$ cat src/verilog/data_source_pkg.sv
package data_source_pkg;

  // buffer geometry, fixed by the register map
  localparam int buf_addr_w = 12;
  localparam int buf_depth  = 4096;
  localparam int cnt_w      = 16;  // beat counter width

  // avalon register offsets
  typedef enum logic [1:0] {
    reg_ctrl  = 2'd0,
    reg_stat  = 2'd1,
    reg_rsvd  = 2'd2,
    reg_debug = 2'd3
  } reg_addr_e;

  typedef enum logic [1:0] {
    op_read  = 2'd0,
    op_write = 2'd1,
    op_dump  = 2'd2,
    op_rsvd  = 2'd3   // accepted, no action
  } cmd_op_e;

  typedef enum logic [1:0] {
    st_idle      = 2'd0,
    st_read_wait = 2'd1,
    st_dump      = 2'd2
  } engine_state_e;

  // control register layout
  typedef struct packed {
    logic                  clear_cnt;  // bit 31
    logic [6:0]            rsvd_hi;
    logic [7:0]            data;       // write byte
    logic [buf_addr_w-1:0] addr;
    logic                  rsvd_lo;
    cmd_op_e               op;
    logic                  valid;      // bit 0, command pending in register
  } cmd_t;

  typedef struct packed {
    logic [15:0] rsvd_hi;
    logic [7:0]  rd_byte;
    logic [6:0]  rsvd_lo;
    logic        pending;
  } stat_t;

  typedef struct packed {
    logic [1:0]            rsvd;
    engine_state_e         state;
    logic [buf_addr_w-1:0] addr;
    logic [cnt_w-1:0]      count;
  } debug_t;

  typedef struct packed {
    logic [7:0] tdata;
    logic       tvalid;
    logic       tlast;
  } axis_byte_t;

endpackage
$ cat src/verilog/csr_regs.sv
module csr_regs
  import data_source_pkg::*;
(
  input  logic        clk,
  input  logic        reset_n,

  // avalon-mm slave, no wait states
  input  reg_addr_e   avs_address,
  input  logic        avs_chipselect,
  input  logic        avs_write_n,
  input  logic [31:0] avs_writedata,
  output logic [31:0] avs_readdata,

  // engine side
  input  logic        cmd_accept,
  input  stat_t       stat,
  input  debug_t      debug,
  output cmd_t        cmd
);

  cmd_t ctrl_q;
  logic host_wr;      // any write strobe
  logic host_wr_ctrl; // write aimed at the control register

  assign host_wr      = avs_chipselect && !avs_write_n;
  assign host_wr_ctrl = host_wr && (avs_address == reg_ctrl);

  // control register
  // a host write replaces the whole word, otherwise the hardware
  // drops valid after accept and clear_cnt after one cycle
  always_ff @(posedge clk or negedge reset_n) begin
    if (!reset_n) begin
      ctrl_q <= '0;
    end else if (host_wr_ctrl) begin
      ctrl_q <= cmd_t'(avs_writedata);
    end else begin
      if (cmd_accept) begin
        ctrl_q.valid <= 1'b0;     // engine took the command
      end
      if (ctrl_q.clear_cnt) begin
        ctrl_q.clear_cnt <= 1'b0; // one cycle clear pulse
      end
    end
  end

  assign cmd = ctrl_q;

  // readback mux, combinational from address
  always_comb begin
    case (avs_address)
      reg_ctrl:  avs_readdata = ctrl_q;
      reg_stat:  avs_readdata = stat;
      reg_rsvd:  avs_readdata = '0;     // old dma control slot
      reg_debug: avs_readdata = debug;
      default:   avs_readdata = '0;
    endcase
  end

endmodule

$ cat config.mk
export PLATFORM = sky130hd
export DESIGN_NAME = csr_regs
export DESIGN_NICKNAME = d
export VERILOG_FILES = /design/src/verilog/data_source_pkg.sv /design/src/verilog/csr_regs.sv
export SDC_FILE = /design/constraint.sdc
export NUM_CORES = 1
export LEC_CHECK = 0
export BUFFER_PORTS_ARGS = -buffer_cell sky130_fd_sc_hd__buf_2
export CORE_UTILIZATION = 41
export CTS_CLUSTER_DIAMETER = 80
export DETAILED_ROUTE_END_ITERATION = 8
export PLACE_DENSITY = 0.87
export SKIP_LAST_GASP = 1
export SLEW_MARGIN = 10
export SYNTH_ARGS = -nofsm -noshare
export SYNTH_HDL_FRONTEND = slang
export SYNTH_SLANG_ARGS = --single-unit
export TNS_END_PERCENT = 5
$ cat constraint.sdc
create_clock -name clk -period 2.3 [get_ports clk]
set_clock_uncertainty 0.05 [all_clocks]
set_input_delay 0.23 -clock clk [delete_from_list [all_inputs] [get_ports clk]]
set_output_delay 0.23 -clock clk [all_outputs]
set_load 0.1 [all_outputs]
[Yosys cells after proc, flatten, opt, wreduce, memory -nomap -nowiden]
Cells that the tools add are included.
Word-level totals
  bits in registers: 32
  input bits: 103
  output and inout bits: 64
Operators by class
  equality and inequality tests: 3
  mux-type cells: 4
  reduce and logical (&&, ||, !) cells: 5
Operators with widths (number)
  case mux 32 bit (4 select lines): 1
  equality test 2 bit, second input constant: 2
  two-way mux 1 bit: 3
  equality test 2 x 1 -> 1 bit, second input constant: 1
  logical AND 1 bit: 2
  zero test 2 bit: 1
  nonzero test 2 bit: 1
  zero test 1 bit: 1

[Longest topological paths before layout]
Gate-level depths: netlist of the first run.
  depth in word-level cells: 4
  mapped depth: 5
  gate-level depth less buffers: 2

[Least setup slack after synthesis of the first run]
OpenSTA, ideal clock, no wires.
  path kind: reg-to-output
  start point: register ctrl_q, in the netlist cmd[10]
  end point: output port avs_readdata[10]
  arrival time: 2564 ps
  data required time: 2020 ps
  setup slack: -544 ps
  cell stages (with the launch flop): 3
  cell sequence: dfrtp_1 -> mux2i_1 -> o2bb2ai_1
Between the ends
  word-level cells in the longest chain between the ends: 1
RTL lines
  start, declared: RTL line csr_regs.sv:21  | cmd_t ctrl_q;
  start signal, assigned: RTL line csr_regs.sv:35  | ctrl_q <= cmd_t'(avs_writedata);
  case mux 32 bit (4 select lines): RTL line csr_regs.sv:50  | case (avs_address)
  end, declared: RTL line csr_regs.sv:12  | output logic [31:0] avs_readdata,
No other way between the ends.

[Worst setup path after layout of the first run]
  start point: input port avs_address[1]
  end point: output port avs_readdata[25]
Between the ends
  word-level cells in the longest chain between the ends: 2
  elaborated cells between the ends (all ways): 5
  classes of those cells: 3 x eq/ne; 1 x mux; 1 x reduce/logical
RTL lines
  start, declared: RTL line csr_regs.sv:8  | input reg_addr_e avs_address,
  equality test 2 bit, or another cell as far along: RTL line csr_regs.sv:50
  case mux 32 bit (4 select lines) (*): RTL line csr_regs.sv:50
Every way passes the cells marked *; elsewhere a longest branch is shown, timed or not.

==> reports/metrics.yaml, run 1 <==
global_routing:
  grt_max_degree: 33
  grt_use_total_pct: 25.0
  grt_first_pass_wirelength_um: 9590
  grt_pass1_vias: 2085
  grt_overflow_total: 0
  antenna_found_initial: 0
synth:
  yosys.cell_types.count: 11
  synth_area_um2: 1880
  avgSynthCellArea_um2: 12.9
  syn_inst: 146
  seq_area_frac_synth_pct: 42.6
  syn-num-nets: 249
  synth-xor-area-share_pct: 0
  yosys-top-cells-count: "dfrtp_1 (32), mux2i_1 (32), o2bb2ai_1 (32), mux2_2 (29), buf_2 (8)"
  ys_warn_count: 0
  yosys.area_share.simple_pct: 2.26
  ys_top_cells_by_area: "dfrtp_1 (43%), mux2_2 (17%), mux2i_1 (17%)"
  synth_compound_area_share_pct: 14.9
  synth_enable_flop_cells: 0
  synth_top_family_by_area: "multiplexers"
  synthFlopType: "dfrtp_1"
  synthMuxAreaShare_pct: 35.6
  synth.largest_area_cell: "dfrtp_1"
  yosysTopAreaCellShare_pct: 42.6
  ys_ff_latch: 32
  async_flop_share_pct: 100
  yosys.area_share.adder_pct: 0
final_layout:
  nNetsFinal: 414
  fillers: 303
  design_area_um2: 3330
  diodes: 0
  drive_above_1_share_pct: 67.5
  largest_reg_flops: 32
  syn2layout_area_growth_pct: 76.8
routing:
  finalWirelength_um: 5900
  drt_iter0_drc: 46
  first_pass_iters: 4
  m1WireLength_um: 2120
  drc: 0
  wl_met2_um: 3240
  highest_layer: "met4"
  num_vias: 1907
  postRouteAntennaNets: 0
  wl_met3_um: 418
  viasPerCell: 5.25
  wl_per_cell_um: 16.2
clock_network:
  cts_buffers: 5
  htree_levels: 2
  tritoncts: "built"
  clkLatencyLatePin_ps: 270
  path_clk_slew_ps: 70
  cts_sinks: 32
  root_buffer: "clkbuf_8"
  hold_buffers: 1
  postCtsSetupBuffers: 0
  cts_resized: 0
  clockBufferDepth: 2
sta:
  fin_crit_sh_pct: 79.9
  worst_pin_slew_ps: 731
  period_needed_ps: 1840
  slew_viol_final: 0
  relSlewSlack_pct: 51.3
  fmax_mhz: 544
  postLayoutSetupSlackWorst_ps: 462
  rsz0062_at_grt: "false"
  hold_violations: 0
  setup_violations: 0
floorplanning:
  dieHeight_um: 69.7
  fp.dieArea_um2: 4860
  ios: 167
  rows: 24
  dieWidth_um: 69.7
  coreArea_um2: 4380
  start_util_pct: 42.9
pwr:
  power_leakage_nw: 1.67
  p_per_area_nw_per_um2: 1020
  peakVddDrop_mv: 0.679
job:
  drv_cap: 0
setup_path:
  critPathRequiredTime_ps: 2020
  cp-end-kind: "primary output"
  timing.critical_path.cells: "buf_2 > and2_1 > buf_4 > o2bb2ai_1 > buf_12"
  cp-start-kind: "input pin"
  cpPeakStageDelay_ps: 350
  crit_type: "input pin to primary output"
  worstPathMaxFanout: 32
  cp_slowest_cell: "buf_4"
  worstPathArrival_ps: 1560
place:
  gp_congestion: 0.737
  place_area_um2: 3220
  post-place-ws_ps: 466
  dp_hpwl_um: 4690
  port-buffer-count: 166
worst_hold_path:
  min_path_type: "input pin to register"
outcome:
  status: "finished, final reports clean"
==> critical path: cells and delay by family <==
kind                   cells  cell delay, ps
AND/OR/NAND/NOR            1             180
buffers and inverters      3             890
AO/OA/AOI/OAI              1             240
==> worst paths after layout <==
kind                              startpoint          endpoint  slack [ps]  cells past startpoint
min                        avs_writedata[17]           cmd[17]         120                      2
max reg2reg                           cmd[0]            cmd[0]        1360                      2
min reg2reg                          cmd[19]           cmd[19]         480                      1
max                           avs_address[1]  avs_readdata[25]         460                      5
min in group asynchronous            reset_n            cmd[1]         520                      2
max in group asynchronous            reset_n           cmd[29]        1200                      2
==> routing by layer <==
metal | global-route usage [%] | vias to the layer above
met5 | 0 | -
met4 | 7.78 | 0
met3 | 6.25 | 11
met2 | 47.9 | 97
met1 | 26.6 | 907
li1 | - | 892
==> layout by cell type, fill, tap and decap left out <==
cell type | synthesis | final
mux2_2 | 29 | 29
clkbuf_8 | 0 | 7
o2bb2ai_1 | 32 | 31
buf_4 | 0 | 6
nor4b_4 | 1 | 1
mux2i_1 | 32 | 32
dlygate4sd3_1 | 0 | 1
nor2b_1 | 1 | 1
buf_2 | 8 | 134
buf_12 | 0 | 32
mux2_1 | 2 | 2
o2bb2ai_2 | 0 | 1
and2_1 | 2 | 2
dfrtp_1 | 32 | 32
==> power by group <==
part	switching, mW	total [mW]	internal (mW)	leakage [nW]
clock	0.196	0.462	0.266	0.0503
combinational	1.62	2.15	0.534	1.23
sequential	0.0898	0.771	0.681	0.388
total	1.90	3.38	1.48	1.67
==> metrics by stage <==
stage	TNS (ps)	total power, mW	util [%]	cells	hold slack [ps]
6_report	0	3.38	75.9	363	116
5_1_grt	0	3.50	75.9	363	122
4_1_cts	0	3.40	75.9	363	112
3_5_place_dp	0	2.94	73.5	355	281
3_3_place_gp	0	2.89	73.5	355	258
2_1_floorplan	-16830	2.37	-	146	-116
==> cell families (layout without fill, tap and decap cells) <==
kind of cell | Yosys count | count (layout)
AOI/OAI and AO/OA | 32 | 32
DFF | 32 | 32
muxes | 63 | 63
and+or+nand+nor | 4 | 4
buffers and inverters | 15 | 180
==> area by class of cell <==
class | count | area (µm²) | share of cell area (%)
repair buffers | 173 | 1370 | 41.1
multi-input cells | 99 | 998 | 30.0
flip-flops and latches | 32 | 801 | 24.1
clock buffers | 7 | 96.3 | 2.90
well taps | 52 | 65.1 | 1.96
Note: power is estimated with default switching activity, not from simulation.
==> inputs of run 2 (changes only) <==
Settings changed: ABC_AREA from default to 1, CORE_UTILIZATION 41 to 38, PLACE_DENSITY 0.87 to 0.81.
Clock period 2.3 ns to 1.7 ns, I/O delays scaled along.
==> run 2 against run 1 <==
  * Flip-flop and latch count is the same
  * Clock-buffer cell count unchanged
  * Cell count increased by 42%
  * Setup slack got worse by 140 ps
  * Via count increased by 28%
  * Hold slack got worse by 70 ps
  * Critical path depth is 1 higher
  * Combinational power rose by 19%
  * Clock power up 35%
  * Core utilization is 5.1 points lower
  * Critical path type unchanged
  * Largest power group unchanged
==> reports/metrics.yaml, run 2 <==
final_layout:
  multiInputGateArea_um2: 952  # was 998 µm²
  syn2layout_area_growth_pct: 80.4  # was 76.8%
  mostFrequentLayoutCells: "nand2_1 (160), buf_2 (134), nand3_1 (62)"  # was buf_2 (134), mux2i_1 (32), dfrtp_1 (32), buf_12 (32), o2bb2ai_1 (31)
  diodes: 0  # unchanged
  largest_reg_flops: 32  # unchanged
  nNetsFinal: 550  # was 414
  drive_above_1_share_pct: 41.4  # was 67.5%
  fillers: 386  # was 303
  seqCellArea_um2: 801  # unchanged
  final_common_cell: "nand2_1"  # was buf_2
clock_network:
  cts_resized: 0  # unchanged
  cts_sinks: 32  # unchanged
  root_buffer: "clkbuf_8"  # unchanged
  clkLatencyLatePin_ps: 270  # about the same
  htree_levels: 2  # unchanged
  path_clk_slew_ps: 60  # was 70 ps
  cts_buffers: 5  # unchanged
  tritoncts: "built"  # unchanged
  clockBufferDepth: 2  # unchanged
setup_path:
  worstPathArrival_ps: 1150  # was 1560 ps
  cp_num_cells: 6  # was 5
  worstPathMaxFanout: 64  # was 32
  critPathRequiredTime_ps: 1480  # was 2020 ps
  path_buf_inv: 3  # unchanged
  cp-end-kind: "primary output"  # unchanged
  timing.critical_path.cells: "buf_2 > nor2_4 > buf_12 > nand2_1 > nand3_1 > buf_12"  # was buf_2 > and2_1 > buf_4 > o2bb2ai_1 > buf_12
  cp_slowest_cell: "buf_12"  # was buf_4
  reg2reg_to: "cmd[0]"  # unchanged
  rr_worst_depth: 4  # was 2
  crit_family: "buffers and inverters"  # unchanged
  r2r-start: "cmd[0]"  # unchanged
  critPathMostFrequentCell: "buf_12"
  ff2ff_setup_slack_ps: 930  # was 1360 ps
  cpPeakStageDelay_ps: 260  # was 350 ps
  crit_type: "input pin to primary output"  # unchanged
  cp-start-kind: "input pin"  # unchanged
place:
  port-buffer-count: 166  # unchanged
  dp_hpwl_um: 4840  # was 4690 µm
  post-place-ws_ps: 320  # was 466 ps
  gp_congestion: 0.733  # was 0.737
floorplanning:
  rows: 25  # was 24
  dieWidth_um: 71.9  # was 69.7 µm
  start_util_pct: 39.3  # was 42.9%
  fp.dieArea_um2: 5160  # was 4860 µm²
  dieHeight_um: 71.9  # was 69.7 µm
  coreArea_um2: 4720  # was 4380 µm²
  ios: 167  # unchanged
sta:
  relSlewSlack_pct: 52.7  # was 51.3%
  rsz0062_at_grt: "false"  # unchanged
  hold_violations: 0  # unchanged
  tns_ps: 0  # unchanged
  period_needed_ps: 1370
  postLayoutSetupSlackWorst_ps: 326  # was 462 ps
  slew_viol_final: 0  # unchanged
  fin_crit_sh_pct: 80.8
  setup_violations: 0  # unchanged
  worst_pin_slew_ps: 710  # was 731 ps
  holdWs_ps: 45.8  # was 116 ps
  fmax_mhz: 728
pwr:
  intPower_mw: 1.84  # was 1.48 mW
  peakVddDrop_mv: 0.749  # was 0.679 mV
  power_leakage_nw: 1.90  # was 1.67 nW
  power.total_mw: 4.18  # was 3.38 mW
  share_seq_of_total_power_pct: 24.2  # was 22.8%
  p_per_area_nw_per_um2: 1250  # was 1020 nW/µm²
  pwr-share-clk_pct: 14.9  # was 13.7%
  p_sw_mw: 2.34  # was 1.90 mW
  combPwrFrac_pct: 60.9  # was 63.5%
  p_sw_share_pct: 56.0  # was 56.2%
worst_hold_path:
  hp-start: "avs_writedata[31]"  # was avs_writedata[17]
  min_to: "cmd[31]"  # was cmd[17]
  min_path_type: "input pin to register"  # unchanged
  worstHoldPathCells: 3  # was 2
synth:
  synth_area_um2: 1850  # was 1880 µm²
  yosys.cell_types.count: 8  # was 11
  yosysMostFrequentCell: "nand2_1"
  ys_warn_count: 0  # unchanged
  seq_area_frac_synth_pct: 43.2  # was 42.6%
  synthFlopType: "dfrtp_1"  # unchanged
  ys_top_cells_by_area: "dfrtp_1 (43%), nand2_1 (32%), nand3_1 (17%)"  # was dfrtp_1 (43%), mux2_2 (17%), mux2i_1 (17%)
  yosys-top-cells-count: "nand2_1 (160), nand3_1 (63), dfrtp_1 (32), buf_2 (18), inv_1 (5)"  # was dfrtp_1 (32), mux2i_1 (32), o2bb2ai_1 (32), mux2_2 (29), buf_2 (8)
  synth.largest_area_cell: "dfrtp_1"  # unchanged
  ys_ff_latch: 32  # unchanged
  syn_inst: 283  # was 146
  avgSynthCellArea_um2: 6.55  # was 12.9 µm²
  yosysTopAreaCellShare_pct: 43.2  # was 42.6%
  async_flop_share_pct: 100  # unchanged
  synth_enable_flop_cells: 0  # unchanged
  syn-num-nets: 386  # was 249
global_routing:
  grt_pass1_vias: 2300  # was 2085
  grt_overflow_total: 0  # unchanged
  grt_first_pass_wirelength_um: 10200  # was 9590 µm
  grt_max_degree: 65  # was 33
  grt_use_total_pct: 25.2  # was 25.0%
  antenna_found_initial: 0  # unchanged
outcome:
  status: "finished, final reports clean"  # unchanged
routing:
  viasPerCell: 4.75  # was 5.25
  drt_iter0_drc: 99  # was 46
  num_vias: 2444  # was 1907
  finalWirelength_um: 6290  # was 5900 µm
  wl_met2_um: 3270  # was 3240 µm
  highest_layer: "met4"  # unchanged
  m1WireLength_um: 2440  # was 2120 µm
  postRouteAntennaNets: 0  # unchanged
  drc: 0  # unchanged
  wl_met3_um: 490  # was 418 µm
  wl_per_cell_um: 12.2  # was 16.2 µm
  first_pass_iters: 4  # unchanged
job:
  drv_cap: 0  # unchanged
==> run 2: through the flow <==
step	utilization [%]	instances	area, µm²
after floorplan	-	283	1860
after global placement	68.6	506	3240
after detailed placement	68.6	506	3240
after CTS	70.8	514	3350
after global routing	70.8	514	3350
final	70.8	514	3350
==> run 2: cell families (layout without fill, tap and decap cells) <==
logic type             Yosys count  after routing  share of synthesized area (%)
AND/OR/NAND/NOR                228            228                           50.9
buffers and inverters           23            187                           5.87
flip-flops                      32             32                           43.2
==> run 2: cell type report <==
cell class / instances / area share [%]
Timing Repair Buffer: 175 / 41.7
Multi-Input combinational cell: 228 / 28.5
Sequential cell: 32 / 23.9
Clock buffer: 7 / 2.88
Tap cell: 67 / 2.51
Inverter: 5 / 0.561
==> run 2: per-layer routing <==
metal | vias up | track usage [%]
met5 | - | 0
met4 | 0 | 7.41
met3 | 10 | 6.89
met2 | 116 | 47.4
met1 | 1099 | 27.4
li1 | 1219 | -
==> run 2: worst max-delay path by stage <==
stage,start,endpoint,slack [ps]
3_3_place_gp,avs_address[1],avs_readdata[22],370
4_1_cts,avs_address[1],avs_readdata[24],340
2_1_floorplan,cmd[11],avs_readdata[11],-260
5_1_grt,avs_address[1],avs_readdata[19],260
3_5_place_dp,avs_address[1],cmd[0],320
6_report,avs_address[1],avs_readdata[20],330
==> run 2: power by group through the flow <==
stage	sequential [mW]	clock, mW	combinational, mW
6_report	1.01	0.625	2.55
5_1_grt	1.03	0.665	2.64
4_1_cts	1.01	0.640	2.56
3_5_place_dp	1.02	0	2.56
3_3_place_gp	1.02	0	2.53
2_1_floorplan	2.00	0	0.871
==> run 2: worst min-delay path, cell delays in order <==
cell and delay, ps:
buf_2 100, inv_1 40, nor2_1 30
==> run 2: what timing repair did <==
| item | in CTS | in global routing |
|---|---|---|
| buffers inserted | 0 | 0 |
| endpoints found under the hold margin | 32 | 0 |
| hold buffers | 1 | 0 |
==> inputs of run 3 (changes only) <==
Settings changed: CORE_UTILIZATION 38 to 34, PLACE_DENSITY 0.81 to 0.77.
Clock period 1.7 ns to 1.25 ns, I/O delays scaled along.
==> run 3 against run 2 <==
  * The run now ends with setup timing left
  * Largest cell class unchanged
  * Sequential share of layout area is 6.7 points lower
  * Non-clock buffer count is 27 higher
  * Combinational power increased by 87%
  * Core utilization increased by 24 points
  * Final area rose by 46%
  * Global-route usage increased by 16 points
  * Setup slack worse by 440 ps
==> reports/metrics.yaml, run 3 (synthesis gave the netlist of run 2 again) <==
pwr:
  p_sw_share_pct: 51.5  # was 56.0%
  pwr-share-clk_pct: 15.3  # was 14.9%
  p_per_area_nw_per_um2: 1530  # was 1250 nW/µm²
  peakVddDrop_mv: 1.16  # was 0.749 mV
  power_leakage_nw: 2.49  # was 1.90 nW
  share_seq_of_total_power_pct: 20.8  # was 24.2%
  intPower_mw: 3.63  # was 1.84 mW
  combPwrFrac_pct: 63.9  # was 60.9%
  p_sw_mw: 3.86  # was 2.34 mW
final_layout:
  fillers: 147  # was 386
  drive_above_1_share_pct: 67.6  # was 41.4%
  final_util_pct: 94.5  # was 70.8%
  mostFrequentLayoutCells: "nand2_1 (116), buf_2 (100), buf_12 (70)"  # was nand2_1 (160), buf_2 (134), nand3_1 (62)
  largest_reg_flops: 32  # unchanged
  final_common_cell: "nand2_1"  # unchanged
  nNetsFinal: 577  # was 550
  syn2layout_area_growth_pct: 164  # was 80.4%
  seqCellArea_um2: 843  # was 801 µm²
  diodes: 0  # unchanged
  stdcell_count: 545  # was 514
  multiInputGateArea_um2: 1500  # was 952 µm²
routing:
  drt_iter0_drc: 529  # was 99
  num_vias: 3386  # was 2444
  viasPerCell: 6.21  # was 4.75
  first_pass_iters: 5  # was 4
  drc: 0  # unchanged
  finalWirelength_um: 14800  # was 6290 µm
  wl_per_cell_um: 27.1  # was 12.2 µm
  wl_met2_um: 6750  # was 3270 µm
  postRouteAntennaNets: 0  # unchanged
  wl_met3_um: 2030  # was 490 µm
  m1WireLength_um: 4430  # was 2440 µm
  highest_layer: "met5"  # was met4
floorplanning:
  fp.dieArea_um2: 5750  # was 5160 µm²
  rows: 26  # was 25
  coreArea_um2: 5170  # was 4720 µm²
  start_util_pct: 35.8  # was 39.3%
  dieWidth_um: 75.9  # was 71.9 µm
  ios: 167  # unchanged
  dieHeight_um: 75.9  # was 71.9 µm
global_routing:
  grt_use_total_pct: 41.0  # was 25.2%
  antenna_found_initial: 1  # was 0
  grt_max_degree: 19  # was 65
  grt_pass1_vias: 3158  # was 2300
  grt_first_pass_wirelength_um: 16600  # was 10200 µm
  grt_overflow_total: 0  # unchanged
sta:
  fin_crit_sh_pct: 109
  slew_viol_final: 0  # unchanged
  hold_violations: 0  # unchanged
  setup_violations: 35  # was 0
  worst_pin_slew_ps: 524  # was 710 ps
  rsz0062_at_grt: "true"  # was false
  fmax_mhz: 734
  period_needed_ps: 1360
  relSlewSlack_pct: 65.1  # was 52.7%
  postLayoutSetupSlackWorst_ps: -113  # was 326 ps
outcome:
  status: "finished, violations left"  # was finished, final reports clean
  violations: "setup timing"
setup_path:
  critPathMostFrequentCell: "buf_4"  # was buf_12
  r2r-start: "cmd[0]"  # unchanged
  timing.critical_path.cells: "buf_4 > nor2_4 > buf_4 > bufbuf_16 > nand3_1 > nand2_1"  # was buf_2 > nor2_4 > buf_12 > nand2_1 > nand3_1 > buf_12
  crit_type: "input pin to register"  # was input pin to primary output
  cp-end-kind: "register"  # was primary output
  path_buf_inv: 3  # unchanged
  critPathRequiredTime_ps: 1400  # was 1480 ps
  rr_worst_depth: 4  # unchanged
  cpPeakStageDelay_ps: 290  # was 260 ps
  cp-start-kind: "input pin"  # unchanged
  crit_family: "simple AND/OR/NAND/NOR gates"  # was buffers and inverters
  ff2ff_setup_slack_ps: 150  # was 930 ps
  worstPathMaxFanout: 14  # was 64
  reg2reg_to: "cmd[0]"  # unchanged
  worstPathArrival_ps: 1510  # was 1150 ps
  cp_slowest_cell: "bufbuf_16"  # was buf_12
clock_network:
  htree_levels: 2  # unchanged
  cts_sinks: 32  # unchanged
  root_buffer: "clkbuf_8"  # unchanged
  tritoncts: "built"  # unchanged
  cts_buffers: 5  # unchanged
  clockBufferDepth: 2  # unchanged
  path_clk_slew_ps: 80  # was 60 ps
  clkLatencyLatePin_ps: 300  # was 270 ps
job:
  drv_cap: 0  # unchanged
worst_hold_path:
  min_to: "cmd[29]"  # was cmd[31]
  hp-start: "avs_writedata[29]"  # was avs_writedata[31]
  min_path_type: "input pin to register"  # unchanged
  worstHoldPathCells: 3  # unchanged
place:
  placedCellCount: 512  # was 506
  dp_hpwl_um: 6310  # was 4840 µm
  gp_congestion: 0.798  # was 0.733
  port-buffer-count: 166  # unchanged
[run 3: changes by cell type in the layout (fill, tap and decap cells not counted), sizes merged]
cell	before	now
buf	174	196
bufbuf	0	3
bufinv	0	1
clkbuf	7	8
dlygate4sd3	1	2
[run 3: final cells by class]
cell class                      count  share of cell area (%)
Clock inverter                      1                   0.614
Sequential cell                    32                    17.3
Tap cell                           70                    1.79
Inverter                            5                   0.435
Timing Repair Buffer              202                    47.2
Multi-Input combinational cell    228                    30.7
Clock buffer                        7                    1.97
[run 3: layer usage]
metal	GRT usage, %	vias to the layer above
met5	0	-
met4	29.6	2
met3	14.3	157
met2	70.8	393
met1	40.8	1555
li1	-	1279
[run 3: worst max-delay path by stage]
| stage | slack (ps) | from | to | depth (start not counted) |
|---|---|---|---|---|
| floorplan | -50 | cmd[11] | avs_readdata[11] | 2 |
| global placement | 30 | avs_address[1] | avs_readdata[15] | 6 |
| detailed placement | -60 | avs_address[1] | avs_readdata[27] | 7 |
| CTS | -30 | cmd[21] | avs_readdata[21] | 3 |
| global route | -250 | avs_address[1] | avs_readdata[21] | 7 |
| finish | -110 | avs_address[0] | cmd[2] | 6 |
[run 3: power groups by stage]
stage	clock [mW]	combinational, mW	sequential (mW)
floorplan	0	1.34	2.76
global placement	0	4.22	1.53
detailed placement	0	4.28	1.54
CTS	1.09	4.50	1.53
global route	1.19	4.89	1.57
finish	1.15	4.78	1.56
[run 3: timing repair]
| action | 4_1_cts | 5_1_grt |
|---|---|---|
| endpoints found under the hold margin | 18 | 0 |
| gates resized for setup | 34 | 28 |
| cloned | 6 | 1 |
| setup endpoints to repair | 32 | 33 |
| setup buffers | 10 | 6 |
| pin swaps | 3 | 5 |
| hold buffers | 2 | 0 |
[run 3: per-stage QoR]
step / instance area [µm²] / worst slack, ps / power, mW / setup TNS [ps] / hold slack [ps]
finish: 4890 / -113 / 7.49 / -1830 / 3.13
global route: 4890 / -248 / 7.65 / -2970 / 29.6
CTS: 4730 / -26.2 / 7.12 / -393 / 12.5
detailed placement: 4230 / -56.0 / 5.83 / -1990 / 29.3
global placement: 4230 / 32.6 / 5.75 / 0 / 24.5
floorplan: 2300 / -53.7 / 4.11 / -1650 / -221
[run 3: worst reg2reg max path: stages, from the launching register on]
cell and delay (ps):
dfrtp_2 400, inv_1 70, nor2_1 180, nand2_1 190
nand2_1 140
