[src/verilog/data_source_pkg.sv]
package data_source_pkg;

  // buffer geometry, fixed by the register map
  localparam int buf_addr_w = 12;
  localparam int buf_depth  = 4096;
  localparam int cnt_w      = 16;  // beat counter width

  // avalon register offsets
  typedef enum logic [1:0] {
    reg_ctrl  = 2'd0,
    reg_stat  = 2'd1,
    reg_rsvd  = 2'd2,
    reg_debug = 2'd3
  } reg_addr_e;

  typedef enum logic [1:0] {
    op_read  = 2'd0,
    op_write = 2'd1,
    op_dump  = 2'd2,
    op_rsvd  = 2'd3   // accepted, no action
  } cmd_op_e;

  typedef enum logic [1:0] {
    st_idle      = 2'd0,
    st_read_wait = 2'd1,
    st_dump      = 2'd2
  } engine_state_e;

  // control register layout
  typedef struct packed {
    logic                  clear_cnt;  // bit 31
    logic [6:0]            rsvd_hi;
    logic [7:0]            data;       // write byte
    logic [buf_addr_w-1:0] addr;
    logic                  rsvd_lo;
    cmd_op_e               op;
    logic                  valid;      // bit 0, command pending in register
  } cmd_t;

  typedef struct packed {
    logic [15:0] rsvd_hi;
    logic [7:0]  rd_byte;
    logic [6:0]  rsvd_lo;
    logic        pending;
  } stat_t;

  typedef struct packed {
    logic [1:0]            rsvd;
    engine_state_e         state;
    logic [buf_addr_w-1:0] addr;
    logic [cnt_w-1:0]      count;
  } debug_t;

  typedef struct packed {
    logic [7:0] tdata;
    logic       tvalid;
    logic       tlast;
  } axis_byte_t;

endpackage
[src/verilog/command_engine.sv]
module command_engine
  import data_source_pkg::*;
(
  input  logic                  clk,
  input  logic                  reset_n,

  // from the register block
  input  cmd_t                  cmd,
  output logic                  cmd_accept,
  output stat_t                 stat,
  output debug_t                debug,

  // buffer port
  output logic [buf_addr_w-1:0] mem_addr,
  output logic [7:0]            mem_wdata,
  output logic                  mem_we,
  input  logic [7:0]            mem_rdata,

  // byte stream
  output axis_byte_t            stream,
  input  logic                  axis_tready
);

  engine_state_e         state_q;
  logic [buf_addr_w-1:0] addr_q;
  logic [7:0]            wdata_q;
  logic                  we_q;
  logic                  pending_q;
  logic [7:0]            rd_byte_q;
  logic                  tvalid_q;
  logic [cnt_w-1:0]      count_q;
  logic                  beat;      // stream transfer this cycle
  logic                  at_last;

  // first idle cycle with a valid command
  assign cmd_accept = (state_q == st_idle) && cmd.valid;

  assign beat    = tvalid_q && axis_tready;
  assign at_last = &addr_q;         // address 4095

  always_ff @(posedge clk or negedge reset_n) begin
    if (!reset_n) begin
      state_q   <= st_idle;
      addr_q    <= '0;
      we_q      <= 1'b0;
      pending_q <= 1'b0;
      rd_byte_q <= '0;
      tvalid_q  <= 1'b0;
    end else begin
      we_q <= 1'b0;                 // single cycle write strobe
      case (state_q)
        st_idle: begin
          if (cmd_accept) begin
            pending_q <= 1'b1;
            case (cmd.op)
              op_write: begin
                addr_q <= cmd.addr;
                we_q   <= 1'b1;
              end
              op_read: begin
                addr_q  <= cmd.addr;
                state_q <= st_read_wait;
              end
              op_dump: begin
                addr_q   <= '0;     // always from the bottom
                tvalid_q <= 1'b1;
                state_q  <= st_dump;
              end
              default: ;            // reserved op, pending just blips
            endcase
          end else begin
            // write and reserved ops retire here
            pending_q <= 1'b0;
          end
        end

        st_read_wait: begin
          // address has been on the buffer for a cycle
          rd_byte_q <= mem_rdata;
          pending_q <= 1'b0;
          state_q   <= st_idle;
        end

        st_dump: begin
          if (beat) begin
            if (at_last) begin
              tvalid_q  <= 1'b0;
              pending_q <= 1'b0;
              state_q   <= st_idle;
            end else begin
              addr_q <= addr_q + 1'b1;
            end
          end
        end

        default: begin
          state_q  <= st_idle;
          tvalid_q <= 1'b0;
        end
      endcase
    end
  end

  // write byte captured with the command
  always_ff @(posedge clk) begin
    if (cmd_accept) begin
      wdata_q <= cmd.data;
    end
  end

  // beat counter, wraps at 2^16
  always_ff @(posedge clk or negedge reset_n) begin
    if (!reset_n) begin
      count_q <= '0;
    end else if (cmd.clear_cnt) begin
      count_q <= '0;
    end else if (beat) begin
      count_q <= count_q + 1'b1;
    end
  end

  assign mem_addr  = addr_q;
  assign mem_wdata = wdata_q;
  assign mem_we    = we_q;

  always_comb begin
    stat         = '0;
    stat.pending = pending_q;
    stat.rd_byte = rd_byte_q;

    debug       = '0;
    debug.count = count_q;
    debug.addr  = addr_q;
    debug.state = state_q;

    stream.tdata  = mem_rdata;            // byte at the current address
    stream.tvalid = tvalid_q;
    stream.tlast  = tvalid_q && at_last;  // final beat only
  end

endmodule

[config.mk]
export PLATFORM = sky130hd
export DESIGN_NAME = command_engine
export DESIGN_NICKNAME = d
export VERILOG_FILES = /design/src/verilog/data_source_pkg.sv /design/src/verilog/command_engine.sv
export SDC_FILE = /design/constraint.sdc
export NUM_CORES = 1
export LEC_CHECK = 0
export BUFFER_PORTS_ARGS = -buffer_cell sky130_fd_sc_hd__buf_2
export CORE_UTILIZATION = 40
export CTS_CLUSTER_SIZE = 28
export DETAILED_ROUTE_END_ITERATION = 8
export MAX_ROUTING_LAYER = met4
export PLACE_DENSITY_LB_ADDON = 0.1
export SLEW_MARGIN = 20
export SYNTH_ARGS = -nofsm -noshare
export SYNTH_HDL_FRONTEND = slang
export SYNTH_SLANG_ARGS = --single-unit
[constraint.sdc]
create_clock -name clk -period 5.15 [get_ports clk]
set_clock_uncertainty 0.15 [all_clocks]
set_input_delay 1.03 -clock clk [delete_from_list [all_inputs] [get_ports clk]]
set_output_delay 1.03 -clock clk [all_outputs]
set_load 0.01 [all_outputs]
=== Word level (Yosys, flattened, before mapping) ===
Index checks and enable logic that the tools add are counted.

* Bits in registers: 49
* Bits in latches: 0
* Memory bits (writable): 0
* ROM bits: 0
* Input port bits: 43
* Output and inout port bits: 96
* Word-level logic and storage cells: 58
* Memories: 0

* $add $sub $neg: 2
* Multipliers: 0
* Div/mod/pow operators: 0
* $lt $le $gt $ge: 0
* Eq/ne operators: 11
* Shift-type cells: 0
* Muxes and demuxes: 22
* Bitwise logic cells: 1
* Reduce and logical (&&, ||, !) cells: 14

{| class="wikitable"
|+ Operators with widths
! operator !! count
|-
| $pmux 12 s2 || 2
|-
| $mux 12 || 3
|-
| $mux 16 || 2
|-
| $add 16x1->16 const B || 1
|-
| $add 12x1->12 const B || 1
|-
| $reduce_and 12->1 || 1
|-
| $reduce_and 5->1 || 2
|-
| $mux 1 || 8
|-
| $ne 2x2->1 const B || 4
|-
| $pmux 2 s2 || 2
|-
| $mux 2 || 3
|-
| $pmux 1 s3 || 2
|-
| $eq 2x1->1 const B || 2
|-
| $eq 2x2->1 const B || 2
|-
| $logic_not 2->1 || 2
|-
| $reduce_and 4->1 || 1
|-
| $reduce_bool 2->1 || 2
|-
| $logic_and 1x1->1 || 3
|-
| $ne 3x1->1 const B || 1
|-
| $ne 3x2->1 const B || 1
|-
| $reduce_and 3->1 || 1
|-
| $reduce_bool 3->1 || 1
|-
| $ne 2x1->1 const B || 1
|-
| $reduce_or 2->1 || 1
|-
| $not 1->1 || 1
|}

=== Depth between registers and ports, before layout ===
Gate-level depths: netlist of run 1.

* Depth in word-level cells: 5
* Mapped depth: 8
* Depth with buffers taken out: 7

=== Worst setup path before layout of run 1 ===
No wires, ideal clock.

* Path type: register -> output
* Start: register addr_q[1] (netlist: mem_addr[1])
* End: output port stream[0] (netlist name)
* Data arrival time: 1.431 ns
* Required time: 3.970 ns
* Setup slack: 2.539 ns
* Cell stages (with the launch flop): 5
* Buffers on the path: 0
* Cells stage by stage: dfrtp_1 > ha_1 > nand4_2 > nor4_1 > and2_1

{| class="wikitable"
|+ RTL lines
! element !! line !! RTL
|-
| from (decl) || command_engine.sv:25 || <nowiki>logic [buf_addr_w-1:0] addr_q;</nowiki>
|-
| from (signal assigned) || command_engine.sv:57 || <nowiki>addr_q <= cmd.addr;</nowiki>
|-
| from (signal assigned) || command_engine.sv:61 || <nowiki>addr_q <= cmd.addr;</nowiki>
|-
| from (signal assigned) || command_engine.sv:91 || <nowiki>addr_q <= addr_q + 1'b1;</nowiki>
|-
| to (decl) || command_engine.sv:20 || <nowiki>output axis_byte_t stream,</nowiki>
|}

==> results of run 1 <==
[cell families (layout without fill, tap and decap cells)]
group | Yosys count | count (layout)
buffers and inverters | 66 | 125
other | 1 | 25
AND/OR/NAND/NOR | 88 | 88
XOR/XNOR | 15 | 15
adder cells (fa/ha/maj) | 6 | 6
multiplexers | 9 | 9
AO/OA/AOI/OAI | 49 | 49
flip-flops | 49 | 49
[worst paths after layout]
check | startpoint | to | slack (ps) | depth (start not counted)
setup reg to reg | state_q[0] | mem_addr[2] | 2460 | 7
hold / removal | rd_byte_q[3] | rd_byte_q[3] | 360 | 1
max in group asynchronous | reset_n | rd_byte_q[5] | 3930 | 2
min in group asynchronous | reset_n | rd_byte_q[4] | 460 | 1
hold reg to reg | rd_byte_q[3] | rd_byte_q[3] | 360 | 1
setup / recovery | mem_addr[1] | stream[0] | 1980 | 5
[cell usage after synthesis, drive strengths merged, types with 6 or more instances]
cell type | number | area [µm²]
dfrtp | 41 | 1030
xnor2 | 9 | 78.8
xor2 | 6 | 52.6
mux2 | 8 | 90.1
nand3 | 11 | 55.1
buf | 51 | 388
a21oi | 16 | 80.1
nand4 | 7 | 56.3
nor2 | 26 | 97.6
edfxtp | 8 | 240
ha | 6 | 75.1
o21ai | 10 | 50.1
nand2 | 16 | 60.1
and3 | 7 | 43.8
inv | 11 | 41.3
[final cells by class]
cell class	count	area share, %
clock inverter	2	0.418
timing repair buffer	106	16.6
inverter	11	1.25
clock buffer	6	2.20
tap	96	3.65
multi-input combinational	192	37.4
sequential	49	38.5
[through the flow]
stage | power, µW | hold WS, ps | utilization (%) | instances
finish | 1580 | 362 | 48.2 | 462
global route | 1710 | 387 | 48.2 | 462
CTS | 1600 | 367 | 47.9 | 461
detailed placement | 1370 | 341 | 46.6 | 453
global placement | 1360 | 338 | 46.6 | 453
floorplan | 1200 | 323 | - | 307
[worst reg2reg max path, stage by stage, from the launching register on]
cell and delay (ps):
dfrtp_1 430, inv_1 100, ha_1 630, and3_1 320, o41ai_4 120, a21oi_1 480, o21ai_0 180, o2bb2ai_1 160
[report_power, final]
part / switching [µW] / internal (µW) / total, µW
clock network: 132 / 97.1 / 229
registers: 114 / 510 / 624
logic: 423 / 300 / 723
[registers in the layout, summed over array words and instances, names as in the netlist]
signal and cells:
mem_wdata 8, rd_byte_q 8, mem_addr 12, state_q 2
mem_we 1, count_q 16, pending_q 1, tvalid_q 1
[per-layer routing]
metal / track usage, % / share of wire, % / vias to the layer above
li1: - / - / 1088
met1: 23.5 / 48 / 1034
met2: 25.5 / 45 / 84
met3: 4.19 / 6.5 / 7
met4: 5.00 / 1.1 / 0
met5: - / 0 / -
==> results.md, run 1 <==
* Setup Viol. Count Final at 0
* Data required, critical path at 3970 ps
* Post-CTS sizing at 0
* Total core area at 6830 µm²
* Post-CTS setup buffers at 0
* Simple-Gate Fraction of Synth Area at 15.9%
* Initial Util at 41.8%
* PwrDens at 479 nW/µm²
* Cells after synthesis at 283
* FF+latch area at 1270 µm²
* Top achievable clock speed at 315 MHz
* Critical Path Max Stage Delay at 500 ps
* GRT Util Overall at 17.2%
* Synth Area in Compound Gates at 13.2%
* Max stage delay cell, worst path: nor4_1
* Crit Path Category: flop to output port
* Skew-Pair Late Insertion Delay at 310 ps
* Mux cell area share after synthesis at 3.51%
* Synth async-reset ratio at 83.7%
* Htree depth at 2
* Via count at 2213
* Pleak at 0.00160 µW
* Worst hold path class: flop to flop
* Fin Setup TNS at 0 ps
* Final Cycle Share at 61.6%
* Avg Inst Size Synth at 10.1 µm²
* Multi-input logic area at 1230 µm²
* Max-slew violation count at 0
* Row count at 30
* Relative slew margins at 43.5%
* Status: complete, no violations
* Final Cell Area at 3290 µm²
* CTS buffer count at 5
* Synthesized cell area at 2850 µm²
* 1st-pass router iterations at 4
* Max Buffers Root-to-Sink at 2
* CP cell instances: ha_1 > nand4_2 > nor4_1 > and2_1 > buf_2
* Largest family of logic cells by synthesized area: simple AND/OR/NAND/NOR gates
* Clock root buffer: clkbuf_8
* Die H at 86.5 µm
* Max-cap viol count at 0
* Synth Flop Type: dfrtp_1
* NumNets Final at 414
* Initial DRC Count at 70
* Synth unique cells at 50
* Final Hold Fails at 0
* Most frequent cells in the layout: 105 x buf_2, 41 x dfrtp_1, 26 x nor2_1
* Initial antenna violation count at 0
* Congestion Overflow GR at 0
* DR vias/cell at 4.79
* Die area at 7470 µm²
* CP Data Arrival Time at 1990 ps
* Post-synthesis adder-cell area fraction at 2.63%
* Number of diodes at 0
* Worst slew pin tran at 844 ps
* Number of synthesized flops with an enable pin at 8
* Unrepaired setup endpoints after global routing: false
* Total wire length at 5920 µm
* Largest net degree at the start of global routing at 42
* Drt drc at 0
* WL/cell at 12.8 µm
* Crit. End Element: output port
* # port buffers at 105
* Register area share after synthesis at 44.4%
* CP bufs+invs at 1
* Area growth syn-to-layout at 15.4%
* Die Wd at 86.5 µm
* Yosys warning count at 0
* Share of cells above drive strength 1 at 35.8%
* DRT antenna net count at 0
* First-pass GRT wire length at 9830 µm
* CP delay by family, top: simple AND/OR/NAND/NOR gates
* Number of global-route vias before repair at 1991
* Worst Setup Slack, final at 1980 ps
* Placed cell area at 3190 µm²
* Clock tree sinks at 49
* Commonest non-fill, non-tap cell in the layout: buf_2
* Worst-path clk slew at 90 ps
* TritonCTS clock tree: done
* Crit start category: flop
* Seq cells post-synth at 49
* Maximum VDD drop at 0.241 mV
* Post-Synth XOR/XNOR Area at 4.61%
* Routability cong. at 0.780
* CTS Hold Bufs at 0
* Worst slack, placed at 2200 ps
* HPWL after DPL at 4290 µm
* Max FO, Critical Path at 5
* Fill cells at 694
* IO Pins at 139
* Post-layout min period at 3170 ps
Power figures use the tool's default switching activity.
==> run 2: changes to the inputs <==
ABC_AREA = 1   (was unset)
clock period = 3.1 ns   (was 5.15 ns; I/O delays follow)
==> run 2 against run 1 <==
  * Design area up 4.5%
  * Worst setup slack worse by 1600 ps
  * Non-clock buffer count unchanged
  * Area after synthesis up 5.0%
  * Sequential power up 62%
  * Synthesized cell count up 30%
  * Count of clock-buffer cells in the layout unchanged
  * Combinational power up 42%
  * Via count up 13%
  * Critical path type unchanged
==> results.md, run 2 <==
* Via count at 2502 (was 2213)
* Final Cycle Share at 87.6%
* Die H at 88.6 µm (was 86.5 µm)
* GRT Util Overall at 16.7% (was 17.2%)
* TritonCTS clock tree: done (unchanged)
* Fill cells at 745 (was 694)
* Row count at 31 (was 30)
* Number of global-route vias before repair at 2156 (was 1991)
* Relative slew margins at 38.0% (was 43.5%)
* Total wire length at 6090 µm (was 5920 µm)
* 1st-pass router iterations at 4 (unchanged)
* Placed cell area at 3340 µm² (was 3190 µm²)
* Congestion Overflow GR at 0 (unchanged)
* Synth async-reset ratio at 83.7% (unchanged)
* Worst Reg-to-Reg Cells at 7 (unchanged)
* Max Buffers Root-to-Sink at 2 (unchanged)
* Global Route met2 Usage at 28.3% (was 25.5%)
* Most common cell in the synthesized netlist: nand2_1 (was buf_4)
* NumNets Final at 498 (was 414)
* DR vias/cell at 4.56 (was 4.79)
* Max stage delay cell, worst path: dfrtp_1 (was nor4_1)
* Met1 GRT Util at 20.9% (was 23.5%)
* Worst slew pin tran at 930 ps (was 844 ps)
* Commonest non-fill, non-tap cell in the layout: buf_2 (unchanged)
* Routability cong. at 0.789 (was 0.780)
* Post-layout util at 47.4% (was 48.2%)
* Pleak at 0.00179 µW (was 0.00160 µW)
* Crit. End Element: output port (unchanged)
* Simple-Gate Fraction of Synth Area at 27.5% (was 15.9%)
* Number of synthesized flops with an enable pin at 8 (unchanged)
* DRT antenna net count at 0 (unchanged)
* Max-cap viol count at 0 (unchanged)
* Initial Util at 41.3% (was 41.8%)
* Max-slew violation count at 0 (unchanged)
* CP cell instances: ha_1 > nand3_1 > nor2_2 > nand2_2 > nor4b_1 > buf_2 (was ha_1 > nand4_2 > nor4_1 > and2_1 > buf_2)
* FF+latch area at 1270 µm² (unchanged)
* # port buffers at 105 (unchanged)
* Setup Viol. Count Final at 0 (unchanged)
* Synth cell count leaders: 93 x nand2_1, 48 x buf_4, 41 x dfrtp_1 (was 47 x buf_4, 41 x dfrtp_1, 26 x nor2_1)
* Max FO, Critical Path at 6 (was 5)
* Post-CTS sizing at 0 (unchanged)
* Maximum VDD drop at 0.352 mV (was 0.241 mV)
* Final Cell Area at 3440 µm² (was 3290 µm²)
* Mux cell area share after synthesis at 3.01% (was 3.51%)
* Post-synth top area cell: dfrtp_1 (unchanged)
* Avg Inst Size Synth at 8.17 µm² (was 10.1 µm²)
* Met3 Use GR at 2.89% (was 4.19%)
* Total core area at 7250 µm² (was 6830 µm²)
* Largest register by flop count: count_q (unchanged)
* Initial DRC Count at 121 (was 70)
* Seq cells post-synth at 49 (unchanged)
* Top achievable clock speed at 368 MHz
* Status: complete, no violations (unchanged)
* CTS Hold Bufs at 0 (unchanged)
* Area growth syn-to-layout at 14.8% (was 15.4%)
* Drt drc at 0 (unchanged)
* Initial antenna violation count at 0 (unchanged)
* Worst-path clk slew at 90 ps (about the same)
* Most frequent cells in the layout: 105 x buf_2, 93 x nand2_1, 41 x dfrtp_1 (was 105 x buf_2, 41 x dfrtp_1, 26 x nor2_1)
* Synthesized cell area at 3000 µm² (was 2850 µm²)
* Critical Path Max Stage Delay at 450 ps (was 500 ps)
* WL/cell at 11.1 µm (was 12.8 µm)
* Number of diodes at 0 (unchanged)
* Largest net degree at the start of global routing at 42 (unchanged)
* HPWL after DPL at 4630 µm (was 4290 µm)
* Data required, critical path at 2330 ps (was 3970 ps)
* Share of cells above drive strength 1 at 33.1% (was 35.8%)
* Synth Flop Type: dfrtp_1 (unchanged)
* Skew-Pair Late Insertion Delay at 300 ps (was 310 ps)
* Crit Path Category: flop to output port (unchanged)
* Largest family of logic cells by synthesized area: simple AND/OR/NAND/NOR gates (unchanged)
* Worst hold path class: input port to async pin (was flop to flop)
* Htree depth at 2 (unchanged)
* Yosys warning count at 0 (unchanged)
* Synth Area in Compound Gates at 7.31% (was 13.2%)
* Post-Synth XOR/XNOR Area at 0% (was 4.61%)
* Final Hold Fails at 0 (unchanged)
* Max FFs per register at 16 (unchanged)
* First-pass GRT wire length at 9890 µm (was 9830 µm)
* Register area share after synthesis at 42.3% (was 44.4%)
* CP Data Arrival Time at 1940 ps (was 1990 ps)
* CTS buffer count at 5 (unchanged)
* Multi-input logic area at 1300 µm² (was 1230 µm²)
* Synth unique cells at 36 (was 50)
* Area contributors post-synth: dfrtp_1 34%, buf_4 12%, nand2_1 12% (was dfrtp_1 36%, buf_4 12%, edfxtp_1 8.4%)
* IO Pins at 139 (unchanged)
* Clock tree sinks at 49 (unchanged)
* Unrepaired setup endpoints after global routing: false (unchanged)
* Crit start category: flop (unchanged)
* Post-layout min period at 2710 ps
* Cells after synthesis at 367 (was 283)
* Synth top area share at 34.2% (was 36.0%)
* Fin Setup TNS at 0 ps (unchanged)
* Die area at 7840 µm² (was 7470 µm²)
* GRT Max-Usage Layer: met2 (unchanged)
* Post-synthesis adder-cell area fraction at 2.51% (was 2.63%)
* PwrDens at 709 nW/µm² (was 479 nW/µm²)
* Clock root buffer: clkbuf_8 (unchanged)
* Die Wd at 88.6 µm (was 86.5 µm)
* Post-CTS setup buffers at 0 (unchanged)
-- run 2: cell types whose count changed in the layout (fill, tap and decap cells not counted), moves of 7 or more --
cell	previous run	this run
nand2_2	0	8
and3_1	7	0
xnor2_1	9	0
inv_1	11	30
nand2_1	16	93
nand3_1	11	22
-- run 2: layout make-up --
| cell class | instances | share of cell area [%] |
|---|---|---|
| sequential | 49 | 36.8 |
| clock inverter | 2 | 0.400 |
| multi-input combinational | 255 | 37.8 |
| clock buffer | 6 | 2.40 |
| timing repair buffer | 106 | 15.5 |
| inverter | 32 | 3.49 |
| tap | 99 | 3.60 |
-- run 2: kinds of logic (layout without fill, tap and decap cells) --
logic type	after synthesis	in the layout
other cells	1	25
mux	8	8
simple gates	177	177
flops	49	49
compound gates	39	39
fa+ha+maj	6	6
buf+inv	87	146
-- run 2: metal layers --
| metal | wire (µm) | share of wire (%) |
|---|---|---|
| met3 | 350 | 5.7 |
| met5 | 0 | 0 |
| met1 | 2820 | 46 |
| met4 | 42 | 0.69 |
| met2 | 2880 | 47 |
-- run 2: final timing paths --
check | startpoint | to | slack (ps)
max | mem_addr[0] | stream[0] | 390
min | reset_n | count_q[15] | 310
max reg2reg | state_q[0] | mem_addr[4] | 800
min reg2reg | pending_q | pending_q | 350
max in group asynchronous | reset_n | mem_addr[10] | 1920
min in group clk | cmd[17] | mem_wdata[1] | 340
-- run 2: per-stage QoR --
stage / cells / total power (µW) / hold WS [ps] / worst slack [ps]
floorplan: 391 / 1820 / 174 / 843
CTS: 549 / 2480 / 332 / 304
detailed placement: 541 / 2080 / 327 / 647
global route: 549 / 2650 / 331 / 133
global placement: 541 / 2050 / 317 / 687
finish: 549 / 2440 / 311 / 385
-- run 2: critical path: cells and delay by family, from the launching register on --
| family | cells | cell delay (ps) |
|---|---|---|
| AND/OR/NAND/NOR | 4 | 770 |
| flip-flops | 1 | 450 |
| adder cells (fa/ha/maj) | 1 | 240 |
| buffers and inverters | 1 | 200 |
-- run 2: power by group --
part / internal [µW] / switching [µW]
combinational: 414 / 615
sequential: 838 / 177
clock: 181 / 213
==> run 3: changes to the inputs <==
ABC_AREA = unset   (was 1)
clock period = 3.2 ns   (was 3.1 ns; I/O delays follow)
==> run 3 against run 2 <==
  * Critical path depth shrank 1
  * Total power grew 6.4%
  * Sequential power is essentially flat
  * Design area shrank 3.9%
  * Global-route usage grew 0.93 points
  * Sequential share of layout area grew 1.5 points
  * First-iteration DRC count shrank 31%
  * Wire length grew 0.92%
  * Via count shrank 12%
  * Cell count shrank 15%
  * Worst setup slack gained 13 ps
  * Die area shrank 4.7%
==> results.md, run 3 (synthesis results as in run 1) <==
* Initial DRC Count at 84 (was 121)
* WL/cell at 13.2 µm (was 11.1 µm)
* Clock root buffer: clkbuf_8 (unchanged)
* Status: complete, no violations (unchanged)
* Initial Util at 41.8% (was 41.3%)
* Share of cells above drive strength 1 at 36.6% (was 33.1%)
* Worst slack, placed at 690 ps (was 647 ps)
* Skew-Pair Late Insertion Delay at 300 ps (about the same)
* Largest net degree at the start of global routing at 42 (unchanged)
* Final Cell Area at 3310 µm² (was 3440 µm²)
* Congestion Overflow GR at 0 (unchanged)
* Commonest non-fill, non-tap cell in the layout: buf_2 (unchanged)
* First-pass GRT wire length at 10000 µm (was 9890 µm)
* # port buffers at 105 (unchanged)
* CP bufs+invs at 1 (unchanged)
* Most frequent cells in the layout: 104 x buf_2, 41 x dfrtp_1, 26 x nor2_1 (was 105 x buf_2, 93 x nand2_1, 41 x dfrtp_1)
* Number of diodes at 0 (unchanged)
* Total wire length at 6150 µm (was 6090 µm)
* Unrepaired setup endpoints after global routing: false (unchanged)
* Via count at 2214 (was 2502)
* Top achievable clock speed at 357 MHz
* Fin Setup TNS at 0 ps (unchanged)
* Pleak at 0.00162 µW (was 0.00179 µW)
* Initial antenna violation count at 0 (unchanged)
* Worst Setup Slack, final at 398 ps (was 385 ps)
* Clock tree sinks at 49 (unchanged)
* Post-CTS sizing at 0 (unchanged)
* GRT Util Overall at 17.6% (was 16.7%)
* Die Wd at 86.5 µm (was 88.6 µm)
* Routability cong. at 0.796 (was 0.789)
* CP cell instances: ha_1 > nand4_2 > nor4_1 > and2_1 > buf_2 (was ha_1 > nand3_1 > nor2_2 > nand2_2 > nor4b_1 > buf_2)
* Critical Path Max Stage Delay at 510 ps (was 450 ps)
* Htree depth at 2 (unchanged)
* CP Data Arrival Time at 2010 ps (was 1940 ps)
* Die H at 86.5 µm (was 88.6 µm)
* 1st-pass router iterations at 4 (unchanged)
* PwrDens at 785 nW/µm² (was 709 nW/µm²)
* Max FFs per register at 16 (unchanged)
* CP delay by family, top: simple AND/OR/NAND/NOR gates (unchanged)
* Worst hold path class: input port to async pin (unchanged)
* Crit. End Element: output port (unchanged)
* Die area at 7470 µm² (was 7840 µm²)
* TritonCTS clock tree: done (unchanged)
* Post-layout min period at 2800 ps
* Total core area at 6830 µm² (was 7250 µm²)
* Largest register by flop count: count_q (unchanged)
* Drt drc at 0 (unchanged)
* HPWL after DPL at 4410 µm (was 4630 µm)
* Worst-path clk slew at 100 ps (was 90 ps)
* Max-cap viol count at 0 (unchanged)
* IO Pins at 139 (unchanged)
* CTS Hold Bufs at 0 (unchanged)
* Crit start category: flop (unchanged)
* Final Hold Fails at 0 (unchanged)
* Number of global-route vias before repair at 2055 (was 2156)
* NumNets Final at 417 (was 498)
* Area growth syn-to-layout at 15.9% (was 14.8%)
* Maximum VDD drop at 0.365 mV (was 0.352 mV)
* Final Cycle Share at 87.5%
* Setup Viol. Count Final at 0 (unchanged)
* Max FO, Critical Path at 5 (was 6)
* Data required, critical path at 2410 ps (was 2330 ps)
* DR vias/cell at 4.76 (was 4.56)
* Crit Path Category: flop to output port (unchanged)
* Max stage delay cell, worst path: nor4_1 (was dfrtp_1)
* Relative slew margins at 46.4% (was 38.0%)
* Post-CTS setup buffers at 0 (unchanged)
* Row count at 30 (was 31)
* Worst slew pin tran at 801 ps (was 930 ps)
* Max Buffers Root-to-Sink at 2 (unchanged)
* Max-slew violation count at 0 (unchanged)
* Post-layout util at 48.4% (was 47.4%)
* Placed cell area at 3220 µm² (was 3340 µm²)
* Hold WS at 165 ps (was 311 ps)
* DRT antenna net count at 0 (unchanged)
* CTS buffer count at 5 (unchanged)
==> run 3: power breakdown <==
part | total (µW) | internal, µW | switching [µW]
clock network | 376 | 156 | 220
registers | 1010 | 822 | 184
logic | 1210 | 514 | 699
total | 2590 | 1490 | 1100
==> run 3: worst paths after layout <==
kind	start	to	slack (ps)	cells past startpoint
max	mem_addr[1]	stream[0]	400	5
min	reset_n	mem_addr[3]	160	1
max reg2reg	mem_addr[1]	tvalid_q	950	5
min reg2reg	rd_byte_q[3]	rd_byte_q[3]	360	1
max in group asynchronous	reset_n	count_q[0]	2350	1
min in group clk	cmd[20]	mem_wdata[4]	350	1
==> run 3: final cells by class <==
type	instances	area (µm²)
timing repair buffer	109	558
clock buffer	5	68.8
sequential	49	1270
inverter	11	41.3
tap	96	120
clock inverter	3	20.0
fill	690	3520
multi-input combinational	192	1230
==> run 3: per-stage QoR <==
step                std cells  power (µW)
floorplan                 307        1940
global placement          457        2230
detailed placement        457        2240
CTS                       465        2630
global route              465        2810
finish                    465        2590
==> run 3: per-layer routing <==
metal / part of all wire (%) / GRT usage [%] / vias to the layer above
li1: - / - / 1089
met1: 49 / 23.6 / 1045
met2: 44 / 27.1 / 75
met3: 5.4 / 4.19 / 5
met4: 0.94 / 4.09 / 0
met5: 0 / - / -
